===== src/logic/la_sys_pkg.sv =====
/*
  Shared bus widths and types, region and analyzer enums,
  stub answer word and register word offsets
*/
`default_nettype none

package la_sys_pkg;

  // Host bus geometry
  localparam int unsigned BUS_AW = 18;
  localparam int unsigned BUS_DW = 32;
  localparam int unsigned REG_N  = 16;

  typedef logic [BUS_AW-1:0] bus_addr_t;
  typedef logic [12-1:0]     bus_off_t;
  typedef logic [BUS_DW-1:0] bus_data_t;

  // Expansion samples and time stamps
  localparam int unsigned SMP_W = 8;
  localparam int unsigned TS_W  = 64;

  typedef logic [SMP_W-1:0] smp_t;
  typedef logic [TS_W-1:0]  ts_t;

  // Regions, only two are mapped
  typedef enum logic [3:0] {
    REG_SYS = 4'd0,
    REG_LA  = 4'd1
  } region_e;

  typedef enum logic [1:0] {LA_IDLE, LA_ARMED, LA_CAPTURE, LA_DONE} la_state_e;

  // Command field of LA_CTL
  typedef enum logic [1:0] {LA_CMD_NONE, LA_CMD_ARM, LA_CMD_SWTRG, LA_CMD_STOP} la_ctl_e;

  // Read value of an unmapped region
  localparam bus_data_t STUB_DATA = 32'hdead_beef;

  // System region word offsets
  localparam bus_off_t SYS_ID0     = 12'd0;
  localparam bus_off_t SYS_ID1     = 12'd1;
  localparam bus_off_t SYS_ID2     = 12'd2;
  localparam bus_off_t SYS_ID3     = 12'd3;
  localparam bus_off_t SYS_ID4     = 12'd4;
  localparam bus_off_t SYS_CTS_LO  = 12'd5;
  localparam bus_off_t SYS_CTS_HI  = 12'd6;
  localparam bus_off_t SYS_EXP_OUT = 12'd7;
  localparam bus_off_t SYS_LOOP    = 12'd8;

  // Analyzer region word offsets
  localparam bus_off_t LA_CTL   = 12'd0;
  localparam bus_off_t LA_MASK  = 12'd1;
  localparam bus_off_t LA_VALUE = 12'd2;
  localparam bus_off_t LA_TS_LO = 12'd3;
  localparam bus_off_t LA_TS_HI = 12'd4;
  localparam bus_off_t LA_BUF   = 12'd16;

endpackage

`default_nettype wire


===== src/logic/sys_bus_decoder.sv =====
/*
  Host bus region decoder
  Four-phase req/ack forwarding to the mapped slaves,
  stub answer for unmapped regions
*/
`timescale 1ns/1ns
`default_nettype none

module sys_bus_decoder import la_sys_pkg::*; (
  input  wire       adc_clk,
  input  wire       top_rst,
  // Host side
  input  logic      bus_req_i,
  input  logic      bus_we_i,
  input  bus_addr_t bus_addr_i,
  input  bus_data_t bus_wdata_i,
  output logic      bus_ack_o,
  output bus_data_t bus_rdata_o,
  // Slave side
  output logic      sys_req_o,
  output logic      la_req_o,
  output logic      slv_we_o,
  output bus_off_t  slv_off_o,
  output bus_data_t slv_wdata_o,
  input  logic      sys_ack_i,
  input  logic      la_ack_i,
  input  bus_data_t sys_rdata_i,
  input  bus_data_t la_rdata_i
);

  // Region select bits at the top of the address
  localparam int unsigned RW = $clog2(REG_N);

  region_e   addr_reg;
  region_e   reg_q;
  logic      busy_q;
  logic      start;
  logic      slv_pend;
  logic      sel_ack;
  bus_data_t sel_rdata;

  assign addr_reg = region_e'(bus_addr_i[BUS_AW-1 -: RW]);

  // New request only once the previous one fully closed
  assign start    = bus_req_i && !busy_q;
  assign slv_pend = sys_req_o || la_req_o;

  // Answer of the latched region
  always_comb begin
    sel_ack   = 1'b0;
    sel_rdata = STUB_DATA;
    case (reg_q)
      REG_SYS: begin
        sel_ack   = sys_ack_i;
        sel_rdata = sys_rdata_i;
      end
      REG_LA: begin
        sel_ack   = la_ack_i;
        sel_rdata = la_rdata_i;
      end
      default: begin
        sel_ack   = 1'b0;
        sel_rdata = STUB_DATA;
      end
    endcase
  end

  ////////////////////////////////////////
  // Handshake control
  ////////////////////////////////////////

  always_ff @(posedge adc_clk, posedge top_rst) begin
    if (top_rst) begin
      busy_q    <= 1'b0;
      reg_q     <= REG_SYS;
      sys_req_o <= 1'b0;
      la_req_o  <= 1'b0;
      slv_we_o  <= 1'b0;
      bus_ack_o <= 1'b0;
    end else begin
      if (start) begin
        busy_q   <= 1'b1;
        reg_q    <= addr_reg;
        slv_we_o <= bus_we_i;
        case (addr_reg)
          REG_SYS: sys_req_o <= 1'b1;
          REG_LA:  la_req_o  <= 1'b1;
          // Unmapped, answer right away
          default: bus_ack_o <= 1'b1;
        endcase
      end else if (slv_pend && sel_ack) begin
        // Slave answered, release it and pass ack up
        sys_req_o <= 1'b0;
        la_req_o  <= 1'b0;
        bus_ack_o <= 1'b1;
      end else if (bus_ack_o && !bus_req_i && !sel_ack) begin
        // Host and slave both back to low
        bus_ack_o <= 1'b0;
        busy_q    <= 1'b0;
      end
    end
  end

  // Payload toward the slaves and read data toward the host
  always_ff @(posedge adc_clk) begin
    if (start) begin
      slv_off_o   <= bus_addr_i[BUS_AW-RW-1:2];
      slv_wdata_o <= bus_wdata_i;
      bus_rdata_o <= STUB_DATA;
    end else if (slv_pend && sel_ack) begin
      bus_rdata_o <= sel_rdata;
    end
  end

endmodule

`default_nettype wire


===== src/logic/sys_regs.sv =====
/*
  Identification and control registers
  ID words, current time stamp with high-half shadow,
  expansion output and loopback sample select
*/
`timescale 1ns/1ns
`default_nettype none

module sys_regs import la_sys_pkg::*; #(
  parameter bit [0:5*32-1] GITH = '0
)(
  input  wire       adc_clk,
  input  wire       top_rst,
  // Slave bus
  input  logic      req_i,
  input  logic      we_i,
  input  bus_off_t  off_i,
  input  bus_data_t wdata_i,
  output logic      ack_o,
  output bus_data_t rdata_o,
  // Expansion connector
  input  smp_t      exp_p_i,
  output smp_t      exp_n_o,
  // Toward the analyzer
  output smp_t      smp_o,
  output ts_t       cts_o
);

  logic      acc;
  logic      loop_q;
  ts_t       cts_q;
  bus_data_t cts_hi_q;
  bus_data_t rd_val;

  // First cycle of a request
  assign acc = req_i && !ack_o;

  // Ack follows req by one edge
  always_ff @(posedge adc_clk, posedge top_rst) begin
    if (top_rst) begin
      ack_o <= 1'b0;
    end else begin
      ack_o <= req_i;
    end
  end

  // Free-running time stamp
  always_ff @(posedge adc_clk, posedge top_rst) begin
    if (top_rst) begin
      cts_q <= '0;
    end else begin
      cts_q <= cts_q + 1'b1;
    end
  end

  assign cts_o = cts_q;

  ////////////////////////////////////////
  // Writable registers
  ////////////////////////////////////////

  always_ff @(posedge adc_clk, posedge top_rst) begin
    if (top_rst) begin
      exp_n_o  <= '0;
      loop_q   <= 1'b0;
      cts_hi_q <= '0;
    end else if (acc) begin
      if (we_i) begin
        // ID words are read only
        case (off_i)
          SYS_EXP_OUT: exp_n_o <= wdata_i[SMP_W-1:0];
          SYS_LOOP:    loop_q  <= wdata_i[0];
          default:     ;
        endcase
      end else if (off_i == SYS_CTS_LO) begin
        // Freeze upper half for the next read
        cts_hi_q <= cts_q[TS_W-1:32];
      end
    end
  end

  // Read mux
  always_comb begin
    case (off_i)
      SYS_ID0:     rd_val = GITH[0*32 +: 32];
      SYS_ID1:     rd_val = GITH[1*32 +: 32];
      SYS_ID2:     rd_val = GITH[2*32 +: 32];
      SYS_ID3:     rd_val = GITH[3*32 +: 32];
      SYS_ID4:     rd_val = GITH[4*32 +: 32];
      SYS_CTS_LO:  rd_val = cts_q[31:0];
      SYS_CTS_HI:  rd_val = cts_hi_q;
      SYS_EXP_OUT: rd_val = bus_data_t'(exp_n_o);
      SYS_LOOP:    rd_val = bus_data_t'(loop_q);
      default:     rd_val = '0;
    endcase
  end

  always_ff @(posedge adc_clk) begin
    if (acc) begin
      rdata_o <= rd_val;
    end
  end

  // Loopback feeds own output back into the analyzer
  assign smp_o = loop_q ? exp_n_o : exp_p_i;

endmodule

`default_nettype wire


===== src/logic/la_acq.sv =====
/*
  Logic analyzer
  Masked pattern and software trigger, capture state machine,
  trigger time stamp and sample buffer read by the host
*/
`timescale 1ns/1ns
`default_nettype none

module la_acq import la_sys_pkg::*; #(
  parameter int unsigned LA_DEPTH = 16
)(
  input  wire       adc_clk,
  input  wire       top_rst,
  // Slave bus
  input  logic      req_i,
  input  logic      we_i,
  input  bus_off_t  off_i,
  input  bus_data_t wdata_i,
  output logic      ack_o,
  output bus_data_t rdata_o,
  // Sample stream and current time
  input  smp_t      smp_i,
  input  ts_t       cts_i,
  output logic      done_o
);

  // Buffer address width
  localparam int unsigned AW   = (LA_DEPTH > 1) ? $clog2(LA_DEPTH) : 1;
  localparam logic [AW-1:0] LAST = AW'(LA_DEPTH - 1);

  logic      acc;
  la_ctl_e   cmd;
  la_state_e state_q;
  smp_t      mask_q;
  smp_t      value_q;
  ts_t       trg_ts_q;
  logic [AW-1:0] wptr_q;
  logic      trg_hit;
  logic      fire;
  logic      wr_en;
  bus_off_t  buf_off;
  logic      buf_hit;
  bus_data_t rd_val;

  // Sample memory
  smp_t buf_mem [LA_DEPTH];

  assign acc = req_i && !ack_o;

  always_ff @(posedge adc_clk, posedge top_rst) begin
    if (top_rst) begin
      ack_o <= 1'b0;
    end else begin
      ack_o <= req_i;
    end
  end

  // Command strobe from a write to LA_CTL
  always_comb begin
    cmd = LA_CMD_NONE;
    if (acc && we_i && off_i == LA_CTL) begin
      cmd = la_ctl_e'(wdata_i[1:0]);
    end
  end

  ////////////////////////////////////////
  // Trigger
  ////////////////////////////////////////

  // Only masked bits compare, mask 0 always hits
  assign trg_hit = ((smp_i ^ value_q) & mask_q) == '0;
  assign fire    = (state_q == LA_ARMED) && (trg_hit || cmd == LA_CMD_SWTRG);

  // Trigger sample lands in word 0
  assign wr_en = fire || (state_q == LA_CAPTURE);

  always_ff @(posedge adc_clk, posedge top_rst) begin
    if (top_rst) begin
      mask_q  <= '0;
      value_q <= '0;
    end else if (acc && we_i) begin
      case (off_i)
        LA_MASK:  mask_q  <= wdata_i[SMP_W-1:0];
        LA_VALUE: value_q <= wdata_i[SMP_W-1:0];
        default:  ;
      endcase
    end
  end

  ////////////////////////////////////////
  // Capture FSM
  ////////////////////////////////////////

  always_ff @(posedge adc_clk, posedge top_rst) begin
    if (top_rst) begin
      state_q  <= LA_IDLE;
      wptr_q   <= '0;
      trg_ts_q <= '0;
    end else if (cmd == LA_CMD_STOP) begin
      state_q <= LA_IDLE;
    end else if (cmd == LA_CMD_ARM) begin
      // Re-arm from any state
      state_q <= LA_ARMED;
      wptr_q  <= '0;
    end else begin
      case (state_q)
        LA_ARMED: begin
          if (fire) begin
            state_q  <= LA_CAPTURE;
            trg_ts_q <= cts_i;
            wptr_q   <= wptr_q + 1'b1;
          end
        end
        LA_CAPTURE: begin
          wptr_q <= wptr_q + 1'b1;
          // Last word written this cycle
          if (wptr_q == LAST) begin
            state_q <= LA_DONE;
          end
        end
        default: ;
      endcase
    end
  end

  always_ff @(posedge adc_clk) begin
    if (wr_en) begin
      buf_mem[wptr_q] <= smp_i;
    end
  end

  assign done_o = (state_q == LA_DONE);

  ////////////////////////////////////////
  // Register read
  ////////////////////////////////////////

  assign buf_off = off_i - LA_BUF;
  assign buf_hit = (off_i >= LA_BUF) && (buf_off < LA_DEPTH);

  always_comb begin
    case (off_i)
      LA_CTL:   rd_val = bus_data_t'(state_q);
      LA_MASK:  rd_val = bus_data_t'(mask_q);
      LA_VALUE: rd_val = bus_data_t'(value_q);
      LA_TS_LO: rd_val = trg_ts_q[31:0];
      LA_TS_HI: rd_val = trg_ts_q[TS_W-1:32];
      default: begin
        // Buffer window, anything else reads zero
        rd_val = buf_hit ? bus_data_t'(buf_mem[buf_off[AW-1:0]]) : '0;
      end
    endcase
  end

  always_ff @(posedge adc_clk) begin
    if (acc) begin
      rdata_o <= rd_val;
    end
  end

endmodule

`default_nettype wire


===== src/logic/la_sys_top.sv =====
/*
  Top level of the slow domain
  Bus decoder, system registers and logic analyzer
*/
`timescale 1ns/1ns
`default_nettype none

module la_sys_top import la_sys_pkg::*; #(
  // Build identification, five words
  parameter bit [0:5*32-1] GITH     = '0,
  // Stored samples per capture
  parameter int unsigned   LA_DEPTH = 16
)(
  input  wire       adc_clk,
  input  wire       top_rst,
  // Host bus
  input  logic      bus_req_i,
  input  logic      bus_we_i,
  input  bus_addr_t bus_addr_i,
  input  bus_data_t bus_wdata_i,
  output logic      bus_ack_o,
  output bus_data_t bus_rdata_o,
  // Expansion connector
  input  smp_t      exp_p_i,
  output smp_t      exp_n_o,
  // Capture finished
  output logic      la_done_o
);

  ////////////////////////////////////////
  // Local wires
  ////////////////////////////////////////

  // Requests toward the slaves
  logic      sys_req;
  logic      la_req;
  // Shared slave payload
  logic      slv_we;
  bus_off_t  slv_off;
  bus_data_t slv_wdata;
  // Slave answers
  logic      sys_ack;
  logic      la_ack;
  bus_data_t sys_rdata;
  bus_data_t la_rdata;
  // Sample stream and time stamp
  smp_t      smp;
  ts_t       cts;

  ////////////////////////////////////////
  // Bus decoder
  ////////////////////////////////////////

  sys_bus_decoder u_dec (
    .adc_clk     (adc_clk),
    .top_rst     (top_rst),
    .bus_req_i   (bus_req_i),
    .bus_we_i    (bus_we_i),
    .bus_addr_i  (bus_addr_i),
    .bus_wdata_i (bus_wdata_i),
    .bus_ack_o   (bus_ack_o),
    .bus_rdata_o (bus_rdata_o),
    .sys_req_o   (sys_req),
    .la_req_o    (la_req),
    .slv_we_o    (slv_we),
    .slv_off_o   (slv_off),
    .slv_wdata_o (slv_wdata),
    .sys_ack_i   (sys_ack),
    .la_ack_i    (la_ack),
    .sys_rdata_i (sys_rdata),
    .la_rdata_i  (la_rdata)
  );

  // Region 0, identification and control
  sys_regs #(
    .GITH (GITH)
  ) u_sys (
    .adc_clk (adc_clk),
    .top_rst (top_rst),
    .req_i   (sys_req),
    .we_i    (slv_we),
    .off_i   (slv_off),
    .wdata_i (slv_wdata),
    .ack_o   (sys_ack),
    .rdata_o (sys_rdata),
    .exp_p_i (exp_p_i),
    .exp_n_o (exp_n_o),
    .smp_o   (smp),
    .cts_o   (cts)
  );

  // Region 1, logic analyzer
  la_acq #(
    .LA_DEPTH (LA_DEPTH)
  ) u_la (
    .adc_clk (adc_clk),
    .top_rst (top_rst),
    .req_i   (la_req),
    .we_i    (slv_we),
    .off_i   (slv_off),
    .wdata_i (slv_wdata),
    .ack_o   (la_ack),
    .rdata_o (la_rdata),
    .smp_i   (smp),
    .cts_i   (cts),
    .done_o  (la_done_o)
  );

endmodule

`default_nettype wire


===== config.mk =====
export PLATFORM = sky130hd
export DESIGN_NAME = la_sys_top
export DESIGN_NICKNAME = d
export VERILOG_FILES = /design/src/logic/la_sys_pkg.sv /design/src/logic/sys_bus_decoder.sv /design/src/logic/sys_regs.sv /design/src/logic/la_acq.sv /design/src/logic/la_sys_top.sv
export SDC_FILE = /design/constraint.sdc
export NUM_CORES = 1
export LEC_CHECK = 0
export ABC_CLOCK_PERIOD_IN_PS = 9910
export BUFFER_PORTS_ARGS = -buffer_cell sky130_fd_sc_hd__buf_2
export CAP_MARGIN = 20
export CORE_MARGIN = 1
export CORE_UTILIZATION = 48
export DETAILED_ROUTE_END_ITERATION = 6
export PLACE_DENSITY = 0.7
export SKIP_CTS_REPAIR_TIMING = 1
export SYNTH_ARGS = -nofsm -noshare
export SYNTH_HDL_FRONTEND = slang
export SYNTH_SLANG_ARGS = --single-unit
export TNS_END_PERCENT = 20

===== constraint.sdc =====
create_clock -name adc_clk -period 9.91 [get_ports adc_clk]
set_clock_uncertainty 0.2 [all_clocks]
set_input_delay 0.4955 -clock adc_clk [delete_from_list [all_inputs] [get_ports adc_clk]]
set_output_delay 0.4955 -clock adc_clk [all_outputs]
set_load 0.005 [all_outputs]

# ---- Word-level counts from Yosys, hierarchy flattened
# Memories as Yosys holds them, arrays and structs flattened.
# Cells that the tools add are included.
dict set report word_totals {
  output_inout_bits 42
  romBits 0
  latch_bits 0
  memories 1
  word_cells 125
  mem_bits_rw 128
  register_bits 318
  input_bits 62
}
dict set report classes {
  eq_ne 24
  n_reduce_logical 40
  add_sub_neg 3
  n_bitwise 5
  multipliers 0
  shifts 0
  mux 28
  div_mod_pow 0
  n_lt_le_gt_ge 2
}
# name words width rd rd_clocked_by_memory_dff write_ports line_no
set memory_table {}
lappend memory_table {u_la.buf_mem 16 8 1 0 1 la_acq.sv:46} ;# smp_t buf_mem [LA_DEPTH];
# op n
set ops {}
lappend ops {{32-bit case mux with 5 select lines} 1}
lappend ops {{32-bit case mux with 4 select lines} 1}
lappend ops {{64-bit by 1-bit adder with 64-bit output (second input constant)} 1}
lappend ops {{32-bit case mux with 2 select lines} 1}
lappend ops {{12-bit by 3-bit == test with 1-bit output (second input constant)} 4}
lappend ops {{12-bit by 2-bit == test with 1-bit output (second input constant)} 2}
lappend ops {{8-bit 2-to-1 mux} 2}
lappend ops {{3-bit AND reduction} 5}
lappend ops {{1-bit 2-to-1 mux} 13}
lappend ops {{12-bit by 1-bit == test with 1-bit output (second input constant)} 1}
lappend ops {{12-bit by 4-bit == test with 1-bit output (second input constant)} 1}
lappend ops {{12-bit by 5-bit greater-or-equal comparator with 1-bit output (second input constant)} 1}
lappend ops {{12-bit logical NOT} 1}
lappend ops {{12-bit by 5-bit less-than comparator with 1-bit output (second input constant)} 1}
lappend ops {{2-bit AND reduction} 6}
lappend ops {{12-bit by 5-bit subtractor with 12-bit output (second input constant)} 1}
lappend ops {{1-bit logical AND} 10}
lappend ops {{2-bit 2-to-1 mux} 5}
lappend ops {{8-bit bitwise AND} 1}
lappend ops {{2-bit == test (second input constant)} 4}
lappend ops {{4-bit by 1-bit == test with 1-bit output (second input constant)} 2}
lappend ops {{4-bit logical NOT} 2}
lappend ops {{8-bit logical NOT} 1}
lappend ops {{4-bit 2-to-1 mux} 2}
lappend ops {{20 further kinds} 33}

# ---- Logic depth before layout (Yosys ltp)
# Gate-level depths: netlist of the first run.
dict set report logic_depth {
  word_depth 12
  mapped_depth 9
  depth_no_buf 7
}

# ---- By module
# From an unflattened synthesis of the first run, not the netlist that was laid out.
dict set report hier_totals {
  hier_cells 1256
  hier_area_um2 19776.5
}
# module seq_area_each_um2 n_inst cells_each area_per_inst_um2
set by_module_without_submodules {}
lappend by_module_without_submodules {la_acq 6981.7 1 567 10408.7}
lappend by_module_without_submodules {sys_regs 3613.5 1 446 5970.7}
lappend by_module_without_submodules {sys_bus_decoder 2187.1 1 243 3397.0}

# ---- Worst setup path after synthesis of the first run
# OpenSTA, ideal clock, no wires.
dict set report synth_timing {
  kind {register to register}
  start {reg u_dec.la_req_o}
  end {mem u_la.buf_mem[0][0] (netlist bit) (enable)}
  arrival_ps 4098
  synth_period_minus_slack_ps 4717
  n_path_buf 0
  required_time_ps 9291
  slack_ps 5193
  setup_ps 420
  path_stages_with_launch 7
  cell_sequence {dfrtp_1 nor2b_1 and2_1 nand3_1 nor2_1 o21ai_1 a2111oi_0}
}
dict set report synth_via {
  elab_chain_len 10
}
# element line_no
set synth_rtl {}
lappend synth_rtl {{start, declared} sys_bus_decoder.sv:21} ;# output logic la_req_o,
lappend synth_rtl {{start signal, assigned} sys_bus_decoder.sv:77} ;# la_req_o <= 1'b0;
lappend synth_rtl {{start signal, assigned} sys_bus_decoder.sv:87} ;# REG_LA: la_req_o <= 1'b1;
lappend synth_rtl {{start signal, assigned} sys_bus_decoder.sv:94} ;# la_req_o <= 1'b0;
lappend synth_rtl {{1-bit logical AND} la_acq.sv:48} ;# assign acc = req_i && !ack_o;
lappend synth_rtl {{1-bit logical AND (2 in series)} la_acq.sv:61} ;# if (acc && we_i && off_i == LA_CTL) begin
lappend synth_rtl {{2-bit 2-to-1 mux} la_acq.sv:61}
lappend synth_rtl {{2-bit == test} la_acq.sv:72} ;# assign fire = (state_q == LA_ARMED) && (trg_hit || cmd == LA_CMD_SWTRG);
lappend synth_rtl {{1-bit logical OR} la_acq.sv:72}
lappend synth_rtl {{1-bit logical AND} la_acq.sv:72}
lappend synth_rtl {{1-bit logical OR} la_acq.sv:75} ;# assign wr_en = fire || (state_q == LA_CAPTURE);
lappend synth_rtl {{1-bit 2-to-1 mux} la_acq.sv:127} ;# if (wr_en) begin
lappend synth_rtl {{1-bit 2-to-1 mux (not written as such)} la_acq.sv:128} ;# buf_mem[wptr_q] <= smp_i;
lappend synth_rtl {{end, declared} la_acq.sv:46}
# Every way passes these cells.

# ---- Final worst setup path of the first run
dict set report layout_timing {
  start {reg u_sys.loop_q}
  end {mem u_la.buf_mem[5][5] (netlist bit) (enable)}
}
dict set report layout_via {
  elab_chain_len 9
}
# element line_no
set layout_rtl {}
lappend layout_rtl {{start, declared} sys_regs.sv:30} ;# logic loop_q;
lappend layout_rtl {{start signal, assigned} sys_regs.sv:72} ;# SYS_LOOP: loop_q <= wdata_i[0];
lappend layout_rtl {{8-bit 2-to-1 mux} sys_regs.sv:105} ;# assign smp_o = loop_q ? exp_n_o : exp_p_i;
lappend layout_rtl {{via smp[4]} la_sys_top.sv:47} ;# smp_t smp;
lappend layout_rtl {{8-bit bitwise XOR} la_acq.sv:71} ;# assign trg_hit = ((smp_i ^ value_q) & mask_q) == '0;
lappend layout_rtl {{8-bit bitwise AND} la_acq.sv:71}
lappend layout_rtl {{8-bit logical NOT} la_acq.sv:71}
lappend layout_rtl {{1-bit logical OR} la_acq.sv:72}
lappend layout_rtl {{1-bit logical AND} la_acq.sv:72}
lappend layout_rtl {{1-bit logical OR} la_acq.sv:75}
lappend layout_rtl {{1-bit 2-to-1 mux} la_acq.sv:127}
lappend layout_rtl {{1-bit 2-to-1 mux (not written as such)} la_acq.sv:128}
# The timed path passes the listed nets, and every way through them passes these cells.

==> implementation parameters, run 1 <==
Parameter                              Value

Global routing
  Antenna violations before repair    0
  Leftover overflow at the end of global routing    0
  First-pass GRT wire length    63.8 mm
  Pin count of the biggest net entering global routing    124
  Vias in the first global route    10,800
  Overall Global Routing Usage    0.216

Synthesis
  Synthesized Nets    between 1,000 and 1,500
  Flop and latch count out of synthesis    446
  Post-synth cell types    55
  Post-synthesis cell area    between 15,000 and 20,000 sq um
  Average size of a mapped cell    15.1 sq um
  Total of warnings raised by yosys    0
  Post-Synthesis Cells    1,218
  Number of synthesized flops with an enable pin    between 200 and 250
  Async set-reset flop share out of synthesis    0.453
  Flip-flop cell with the highest count after synthesis    sky130_fd_sc_hd__edfxtp_1
  Share of the yosys chip area belonging to registers    0.656

Power
  Power dissipated by switching net loads    1220 uW
  Maximum VDD drop    0.155 mV
  Share of total power consumed by net switching    0.263
  Total internal power    roughly 3400 uW
  Proportion of power drawn by the clock network    0.358
  Logic gate share of total power    0.145
  Proportion of power drawn by flip-flops and latches    0.497
  Design Power    4640 uW
  Leakage power of the design    0.00860 uW
  Power Density    between 200 and 250 nW/um^2

Die
  Area of the core region    37,700 sq um
  Area enclosed by the die boundary    just under 40,000 sq um
  Width of the die    198 um
  Initial Util    0.488
  Site row count    71
  IO Pins    104
  Die height    approximately 200 um

Clock network
  H-tree depth    2
  TritonCTS clock tree    built
  Clock transition at path regs    approximately 0.06 ns
  Clock sink count    446
  Number of buffers created by CTS    45
  Clock tree buffer depth    3
  Clk_lat worst skew    0.58 ns
  Library cell used as clock root buffer    sky130_fd_sc_hd__clkbuf_16

Outcome
  Status    finished, violations left
  Violated checks    negative hold slack

Timing
  Max-slew violation count    0
  Unrepaired setup endpoints after global routing    no
  Final clock period utilization by the worst path    0.399
  Tmin final    3.95 ns
  Headroom to the max-slew limit    0.295
  Post-Route Hold Slack    -0.00550 ns
  Post-route setup slack    5.96 ns
  Final-report setup violation count    0
  Achievable Freq    0.253 GHz
  Final Hold Viols    1
  Summed negative setup slack over all endpoints    0 ns
  Slew at the pin with the worst max-slew slack    roughly 1.1 ns

Critical path
  Critical path origin    u_sys.loop_q
  Largest fanout on the critical path    17
  Element type at the critical path start    register
  Worst flop-to-flop path endpoint    u_la.buf_mem[5][5]
  Critical path endpoint    u_la.buf_mem[5][5]
  Cell depth of the worst flop-to-flop path    7
  Critical path capture point type    register
  Data arrival time of the critical path    3.93 ns
  Critical Setup Path Class    register to register
  Worst-case register-to-register setup slack    between 5 and 6 ns
  Source of the worst register-to-register timing path    u_sys.loop_q
  Req. time, crit path    9.89 ns

Finish
  Final Util    0.561
  Share of layout cells above drive strength 1    0.265
  Number of nets at the end of the flow    1,407
  Layout Area Growth over Synthesis    15.0%
  Number of standard cells in the layout, taps in and fillers out    roughly 1,900
  ANT cells    0

Placed design
  HPWL after detailed placement    26.1 mm
  GPL Wtd Cong    around 0.83
  Placement Setup Slack    ~6 ns
  Count of buffers inserted at the top-level ports    77
  Cell count after placement    1,773

Routing
  1st-iter DRT viols    726
  Number of detailed-route iterations in the first pass    6
  Detailed-route DRC error count    0
  DRT antenna net count    0
  Post-detailed-route via-to-cell ratio    between 5 and 6
  Total detailed-routing wirelength    approximately 41 mm
  Via count    10,800
  Average wire per standard cell    21.8 um

Hold path
  Worst min-delay path class    input pin to register
  Depth of the worst hold-timing path    3

Flow run
  Count of max-cap constraint violations    0
## critical path: stages (launching register included)
cell                      delay, ns
sky130_fd_sc_hd__dfrtp_1       0.77
sky130_fd_sc_hd__mux2_2        0.56
sky130_fd_sc_hd__xor2_1        0.19
sky130_fd_sc_hd__a22oi_1       0.29
sky130_fd_sc_hd__and4_1        0.36
sky130_fd_sc_hd__o21ai_1       0.11
sky130_fd_sc_hd__buf_4         0.21
sky130_fd_sc_hd__a21oi_1       0.85
## power groups by stage
stage                     Sequential [uW]  Clock [uW]  Combinational, uW
after floorplan                      2290           0                417
after global placement               2330           0                650
after detailed placement             2340           0                667
after CTS                            2300        1690                671
after global routing                 2330        1760                735
final                                2310        1660                672
## cell usage after synthesis (all sizes together), types with 2 or more instances
cell type | instances | area [sq um]
clkbuf | 37 | 139
a211o | 2 | 17.5
a21oi | 36 | 191
and2 | 3 | 18.8
nand3b | 5 | 37.5
a211oi | 6 | 45.0
nand2b | 4 | 25.0
nor2 | 37 | 144
a2111oi | 4 | 35.0
mux2 | 136 | 1550
nor2b | 25 | 156
xnor2 | 39 | 342
nor3 | 14 | 70.1
xor2 | 31 | 272
and4 | 9 | 78.8
nand3 | 41 | 205
a22oi | 25 | 188
o21ai | 17 | 85.1
buf | 23 | 175
dfrtp | 202 | 5050
nor4 | 4 | 37.5
mux4 | 42 | 946
o2bb2ai | 9 | 78.8
o22ai | 2 | 12.5
nand2 | 53 | 199
and3 | 19 | 119
a2bb2oi | 24 | 210
nand4 | 18 | 119
a22o | 55 | 482
ha | 8 | 100
inv | 29 | 109
dfxtp | 32 | 641
a222oi | 4 | 40.0
edfxtp | 212 | 6370
## worst min-delay path by stage
stage	start	end	slack [ns]
6_report	bus_addr_i[14]	u_dec.la_req_o	-0.005
4_1_cts	bus_wdata_i[0]	u_dec.slv_wdata_o[0]	-0.13
3_5_place_dp	u_dec.bus_rdata_o[29]	u_dec.bus_rdata_o[29]	0.25
2_1_floorplan	u_dec.la_req_o	u_la.ack_o	0.21
5_1_grt	bus_addr_i[14]	u_dec.la_req_o	0.005
3_3_place_gp	u_dec.bus_rdata_o[17]	u_dec.bus_rdata_o[17]	0.25
## cell families after synthesis
family	Yosys count	synth area share
muxes	179	0.136
adders and majority gates	8	0.00545
buffers and inverters	90	0.0232
xor gates and xnor gates	70	0.0334
and+or+nand+nor	235	0.0673
AOI/OAI and AO/OA	190	0.0781
DFF	446	0.656
## flip-flops by register name, summed over array words and instances (netlist names)
| name | flops |
|---|---|
| u_dec.reg_q | 4 |
| u_dec.bus_rdata_o | 32 |
| u_la.buf_mem | 128 |
| u_sys.cts_hi_q | 32 |
| u_dec.slv_we_o | 1 |
| u_la.state_q | 2 |
| u_dec.sys_req_o | 1 |
| u_la.value_q | 8 |
| u_sys.loop_q | 1 |
| u_sys.exp_n_o | 8 |
| u_dec.busy_q | 1 |
| u_la.mask_q | 8 |
| u_dec.slv_wdata_o | 8 |
| u_dec.la_req_o | 1 |
| u_dec.slv_off_o | 12 |
| u_sys.ack_o | 1 |
| u_la.rdata_o | 32 |
| u_la.wptr_q | 4 |
| u_dec.bus_ack_o | 1 |
| u_sys.rdata_o | 32 |
| u_sys.cts_o | 64 |
| u_la.ack_o | 1 |
| u_la.trg_ts_q | 64 |
## layout make-up
cell class	instances	area, sq um
well taps	511	639
flip-flops and latches	446	12100
inverters	30	120
fillers	3047	16500
clock buffers	75	1350
multi-input cells	682	5960
clock inverters	9	100
repair buffers	132	903
## placed cells by master, fill, tap and decap left out, types with 3 or more instances in the layout
| cell type | count |
|---|---|
| sky130_fd_sc_hd__a22o_1 | 55 |
| sky130_fd_sc_hd__and2_1 | 3 |
| sky130_fd_sc_hd__mux2_4 | 5 |
| sky130_fd_sc_hd__edfxtp_1 | 212 |
| sky130_fd_sc_hd__nor2_2 | 5 |
| sky130_fd_sc_hd__nand2b_1 | 4 |
| sky130_fd_sc_hd__o2bb2ai_1 | 9 |
| sky130_fd_sc_hd__nand2_1 | 53 |
| sky130_fd_sc_hd__nor2_1 | 32 |
| sky130_fd_sc_hd__clkinv_2 | 5 |
| sky130_fd_sc_hd__and4_1 | 9 |
| sky130_fd_sc_hd__o21ai_0 | 15 |
| sky130_fd_sc_hd__dfrtp_1 | 202 |
| sky130_fd_sc_hd__ha_1 | 8 |
| sky130_fd_sc_hd__nand3_1 | 41 |
| sky130_fd_sc_hd__and3_1 | 19 |
| sky130_fd_sc_hd__dfxtp_1 | 32 |
| sky130_fd_sc_hd__a211oi_1 | 6 |
| sky130_fd_sc_hd__mux4_2 | 42 |
| sky130_fd_sc_hd__a21oi_1 | 35 |
| sky130_fd_sc_hd__clkbuf_16 | 46 |
| sky130_fd_sc_hd__xnor2_1 | 39 |
| sky130_fd_sc_hd__a22oi_1 | 25 |
| sky130_fd_sc_hd__mux2_1 | 4 |
| sky130_fd_sc_hd__a2111oi_2 | 4 |
| sky130_fd_sc_hd__buf_4 | 27 |
| sky130_fd_sc_hd__a222oi_1 | 4 |
| sky130_fd_sc_hd__mux2_2 | 127 |
| sky130_fd_sc_hd__xor2_1 | 31 |
| sky130_fd_sc_hd__buf_2 | 77 |
| sky130_fd_sc_hd__nand4_1 | 17 |
| sky130_fd_sc_hd__a2bb2oi_1 | 24 |
| sky130_fd_sc_hd__inv_1 | 28 |
| sky130_fd_sc_hd__dlygate4sd3_1 | 26 |
| sky130_fd_sc_hd__nand3b_1 | 5 |
| sky130_fd_sc_hd__clkbuf_8 | 9 |
| sky130_fd_sc_hd__clkbuf_1 | 20 |
| sky130_fd_sc_hd__nor2b_1 | 23 |
| sky130_fd_sc_hd__nor3_1 | 12 |
## per-stage QoR
stage          hold WS, ns  instance area, sq um
6_report          -0.00550                 21100
5_1_grt            0.00467                 21100
4_1_cts             -0.129                 20800
3_5_place_dp         0.248                 19400
3_3_place_gp         0.246                 19400
2_1_floorplan        0.208                 18400
## per-layer routing
layer | global-route usage | share of wire | wire (um) | up-vias
met5 | 0 | 0 | 0 | -
met4 | 0.0729 | 0.026 | 1060 | 0
met3 | 0.0354 | 0.063 | 2580 | 69
met2 | 0.341 | 0.47 | 19400 | 338
met1 | 0.306 | 0.44 | 18100 | 5569
li1 | - | - | - | 4858
(Power assumes the default switching activity.)
==> inputs of run 2 (changes only) <==
Settings changed: ABC_CLOCK_PERIOD_IN_PS 9910 to 3700.
Clock period 9.91 ns to 3.7 ns, I/O delays scaled along.
==> implementation parameters, run 2 (same netlist as run 1, synthesis figures left out) <==
Parameter                              Value

Clock network
  Library cell used as clock root buffer    sky130_fd_sc_hd__clkbuf_16
  Clock sink count    446
  Clock tree buffer depth    3
  Clock transition at path regs    0.06 ns
  TritonCTS clock tree    built
  Number of buffers created by CTS    between 40 and 50
  H-tree depth    2
  Clk_lat worst skew    0.57 ns

Timing
  Headroom to the max-slew limit    0.449
  Tmin final    3.42 ns
  Final clock period utilization by the worst path    0.925
  Slew at the pin with the worst max-slew slack    0.827 ns
  Final Hold Viols    0
  Summed negative setup slack over all endpoints    0 ns
  Final-report setup violation count    0
  Achievable Freq    0.292 GHz
  Unrepaired setup endpoints after global routing    no
  Max-slew violation count    0

Routing
  Number of detailed-route iterations in the first pass    5
  1st-iter DRT viols    1,070
  Post-detailed-route via-to-cell ratio    5.74
  DRT antenna net count    0
  Total detailed-routing wirelength    42.7 mm
  Via count    11,000
  Average wire per standard cell    22.3 um
  Detailed-route DRC error count    0

Die
  Die height    approximately 200 um
  Initial Util    0.488
  IO Pins    104
  Area enclosed by the die boundary    39,100 sq um
  Site row count    between 70 and 80
  Width of the die    198 um
  Area of the core region    37,700 sq um

Hold path
  Depth of the worst hold-timing path    3
  Worst min-delay path class    input pin to register
  Endpoint of the worst hold-timing path    u_la.buf_mem[1][0]
  Hold Path Origin    exp_p_i[0]

Finish
  Most frequent standard cell in the layout excluding fill and tap cells    sky130_fd_sc_hd__edfxtp_1
  Largest Register    u_la.buf_mem
  ANT cells    0
  Layout Area Growth over Synthesis    17.0%
  Number of nets at the end of the flow    ~1,400
  Number of standard cells in the layout, taps in and fillers out    approximately 1,900
  Most frequent cells in the layout    212 x sky130_fd_sc_hd__edfxtp_1, 202 x sky130_fd_sc_hd__dfrtp_1, 127 x sky130_fd_sc_hd__mux2_2, 77 x sky130_fd_sc_hd__buf_2, 55 x sky130_fd_sc_hd__a22o_1
  Share of layout cells above drive strength 1    0.282
  Largest register FFs    128

Power
  Leakage power of the design    slightly below 0.009 uW
  Maximum VDD drop    0.400 mV
  Design Power    ~13,000 uW
  Power Density    588 nW/um^2

Critical path
  Worst-case register-to-register setup slack    0.28 ns
  Worst flop-to-flop path endpoint    u_la.buf_mem[0][7]
  Largest fanout on the critical path    17
  Cell depth of the worst flop-to-flop path    8
  Critical Setup Path Class    register to register
  Req. time, crit path    3.77 ns
  Source of the worst register-to-register timing path    u_sys.loop_q
  Data arrival time of the critical path    3.49 ns
  Element type at the critical path start    register
  Critical path capture point type    register

Outcome
  Status    finished clean

Global routing
  Antenna violations before repair    0
  Vias in the first global route    ~11,000
  First-pass GRT wire length    65.2 mm
  Leftover overflow at the end of global routing    0
  Pin count of the biggest net entering global routing    81
  Overall Global Routing Usage    0.223

Placed design
  GPL Wtd Cong    approximately 0.86
  Count of buffers inserted at the top-level ports    between 70 and 80
  Cell count after placement    between 1,500 and 2,000
  HPWL after detailed placement    28.1 mm

Flow run
  Count of max-cap constraint violations    0
[run 2: cell types whose count changed in the layout (fill, tap and decap cells not counted), sizes merged]
cell,before,now
buf,106,136
bufinv,1,3
clkbuf,75,67
clkinv,7,13
clkinvlp,0,1
dlygate4sd3,26,30
inv,31,29
[run 2: cell type report]
class                           instances  area [sq um]
Sequential cell                       446         12100
Multi-Input combinational cell        682          5960
Clock inverter                         16           153
Fill cell                            2964         16200
Clock buffer                           67          1350
Timing Repair Buffer                  166          1220
Inverter                               30           116
Tap cell                              511           639
[run 2: worst max-delay path: stages (launching register included)]
cell and delay, ns:
sky130_fd_sc_hd__dfrtp_1 0.70, sky130_fd_sc_hd__mux2_4 0.46, sky130_fd_sc_hd__xor2_1 0.19, sky130_fd_sc_hd__a22oi_1 0.29, sky130_fd_sc_hd__and4_1 0.36, sky130_fd_sc_hd__o21ai_1 0.15
sky130_fd_sc_hd__buf_12 0.17, sky130_fd_sc_hd__a2111oi_2 0.36, sky130_fd_sc_hd__buf_4 0.24
[run 2: metrics by stage]
stage / hold slack [ns] / cell area (sq um) / setup slack (ns) / util
after floorplan: 0.0773 / 18400 / -1.02 / -
after global placement: 0.0841 / 19700 / 0.362 / 0.523
after detailed placement: 0.0910 / 19700 / 0.319 / 0.523
after CTS: -0.508 / 21200 / 0.246 / 0.563
after global routing: 0.0439 / 21500 / 0.154 / 0.571
final: 0.0263 / 21500 / 0.276 / 0.571
[run 2: how the worst max path moves through the flow]
stage	start	end	slack [ns]	cells after the start
floorplan	u_dec.la_req_o	u_la.buf_mem[0][0]	-1.02	6
global placement	u_sys.loop_q	u_la.buf_mem[1][4]	0.36	8
detailed placement	u_sys.loop_q	u_la.buf_mem[0][4]	0.32	8
CTS	u_sys.loop_q	u_la.buf_mem[0][1]	0.25	8
global route	u_sys.loop_q	u_la.buf_mem[0][1]	0.15	8
finish	u_sys.loop_q	u_la.buf_mem[0][7]	0.28	8
[run 2: where the power goes]
group / internal (uW) / switching (uW)
Combinational: 759 / 1110
Clock: 2740 / 1840
Sequential: 5840 / 346
[run 2: metal layers]
metal  global-route usage  vias to the layer above  wire length, um
met1                0.314                     5654            18900
met5                    0                        -                0
met4               0.0635                        0              967
li1                     -                     4936                -
met3               0.0538                       50             2980
met2                0.344                      361            19800
==> inputs of run 3 (changes only) <==
Settings changed: REMOVE_ABC_BUFFERS from default to 1.
==> implementation parameters, run 3 (same netlist as run 1, synthesis figures left out) <==
Parameter                              Value

Clock network
  H-tree depth    2
  Number of buffers created by CTS    46
  Library cell used as clock root buffer    sky130_fd_sc_hd__clkbuf_16
  Clock tree buffer depth    3
  TritonCTS clock tree    built
  Clock sink count    446
  Clk_lat worst skew    0.58 ns
  Clock transition at path regs    0.06 ns

Global routing
  First-pass GRT wire length    65.1 mm
  Overall Global Routing Usage    0.223
  Leftover overflow at the end of global routing    0
  Pin count of the biggest net entering global routing    127
  Vias in the first global route    between 10,000 and 15,000
  Antenna violations before repair    0

Routing
  Via count    11,000
  Post-detailed-route via-to-cell ratio    approximately 5.7
  Average wire per standard cell    22.1 um
  Number of detailed-route iterations in the first pass    6
  Total detailed-routing wirelength    42.3 mm
  Detailed-route DRC error count    0
  1st-iter DRT viols    1,024
  DRT antenna net count    0

Power
  Maximum VDD drop    between 0.5 and 0.6 mV
  Power Density    591 nW/um^2
  Logic gate share of total power    0.146
  Leakage power of the design    0.00880 uW
  Design Power    ~13,000 uW
  Proportion of power drawn by the clock network    0.369
  Total internal power    between 9000 and 10,000 uW
  Share of total power consumed by net switching    0.261
  Proportion of power drawn by flip-flops and latches    0.485
  Power dissipated by switching net loads    3310 uW

Die
  Area of the core region    37,700 sq um
  Area enclosed by the die boundary    39,100 sq um
  IO Pins    around 100
  Site row count    ~70
  Width of the die    198 um
  Initial Util    0.488
  Die height    198 um

Timing
  Final clock period utilization by the worst path    0.926
  Post-route setup slack    about 0.27 ns
  Achievable Freq    0.292 GHz
  Post-Route Hold Slack    around 0.0064 ns
  Max-slew violation count    0
  Headroom to the max-slew limit    0.376
  Tmin final    3.43 ns
  Slew at the pin with the worst max-slew slack    0.936 ns
  Unrepaired setup endpoints after global routing    no
  Final-report setup violation count    0
  Final Hold Viols    0

Critical path
  Worst stage delay on the critical path    0.56 ns
  List of cells traversed by the critical path    mux2_4 -> xor2_1 -> a22oi_1 -> and4_1 -> o21ai_1 -> buf_4 -> a211oi_1 -> buf_4
  Req. time, crit path    between 3 and 4 ns
  Critical Setup Path Class    register to register
  Critical Path Most Common Cell    sky130_fd_sc_hd__buf_4
  Element type at the critical path start    register
  Critical path capture point type    register
  Cell depth of the worst flop-to-flop path    8
  Crit-path slowest cell    sky130_fd_sc_hd__dfrtp_2
  Data arrival time of the critical path    3.50 ns
  Largest fanout on the critical path    17

Finish
  Most frequent standard cell in the layout excluding fill and tap cells    sky130_fd_sc_hd__edfxtp_1
  Layout Area Growth over Synthesis    16.8%
  Number of nets at the end of the flow    around 1,400
  Largest register FFs    128
  Share of layout cells above drive strength 1    0.279
  ANT cells    0
  Number of standard cells in the layout, taps in and fillers out    between 1,500 and 2,000
  Final Util    0.570
  Most frequent cells in the layout    212 x sky130_fd_sc_hd__edfxtp_1, 201 x sky130_fd_sc_hd__dfrtp_1, 127 x sky130_fd_sc_hd__mux2_2, 77 x sky130_fd_sc_hd__buf_2, 55 x sky130_fd_sc_hd__a22o_1
  Largest Register    u_la.buf_mem

Hold path
  Worst min-delay path class    input pin to register
  Depth of the worst hold-timing path    3

Placed design
  Placement Setup Slack    0.205 ns
  GPL Wtd Cong    0.808
  Count of buffers inserted at the top-level ports    77
  HPWL after detailed placement    27.1 mm
  Cell count after placement    1,800

Flow run
  Count of max-cap constraint violations    0

Outcome
  Status    finished clean
==> run 3: metal layers <==
layer / share of wire / global-route usage / routed length, um
met2: 0.48 / 0.354 / 20200
met1: 0.44 / 0.310 / 18400
met4: 0.022 / 0.0626 / 933
met5: 0 / 0 / 0
met3: 0.065 / 0.0472 / 2770
==> run 3: path summary, 6_finish.rpt <==
kind / from / end / slack, ns
max reg2reg: u_sys.loop_q / u_la.buf_mem[8][7] / 0.27
min reg2reg: u_dec.bus_rdata_o[8] / u_dec.bus_rdata_o[8] / 0.25
max: u_sys.loop_q / u_la.buf_mem[8][7] / 0.27
min: exp_p_i[4] / u_la.buf_mem[1][4] / 0.006
min in group asynchronous: top_rst / u_dec.reg_q[2] / 0.12
max in group asynchronous: top_rst / u_la.trg_ts_q[58] / 2.29
==> run 3: power groups by stage <==
stage | Sequential, uW | Combinational [uW] | Clock [uW]
after floorplan | 6230 | 993 | 0
after global placement | 6220 | 1810 | 0
after CTS | 6160 | 1860 | 4750
after global routing | 6210 | 2040 | 4950
after detailed placement | 6240 | 1840 | 0
final | 6160 | 1860 | 4680
==> run 3: layout make-up <==
cell class	count	area, sq um
multi-input cells	682	5960
repair buffers	163	1160
well taps	511	639
inverters	30	120
clock inverters	15	193
flip-flops and latches	446	12100
clock buffers	70	1340
fillers	2979	16200
==> run 3: per-stage QoR <==
step	setup TNS, ns	instance area [sq um]
final	0	21500
after global placement	0	19600
after global routing	0	21500
after CTS	0	21200
after floorplan	-572.68	18100
after detailed placement	0	19600
==> run 3: worst max-delay path: cells and delay by family (launching register included) <==
family | cells | cell delay [ns]
AOI/OAI and AO/OA | 3 | 0.86
xor gates and xnor gates | 1 | 0.18
DFF | 1 | 0.56
muxes | 1 | 0.43
buffers and inverters | 2 | 0.49
and+or+nand+nor | 1 | 0.39
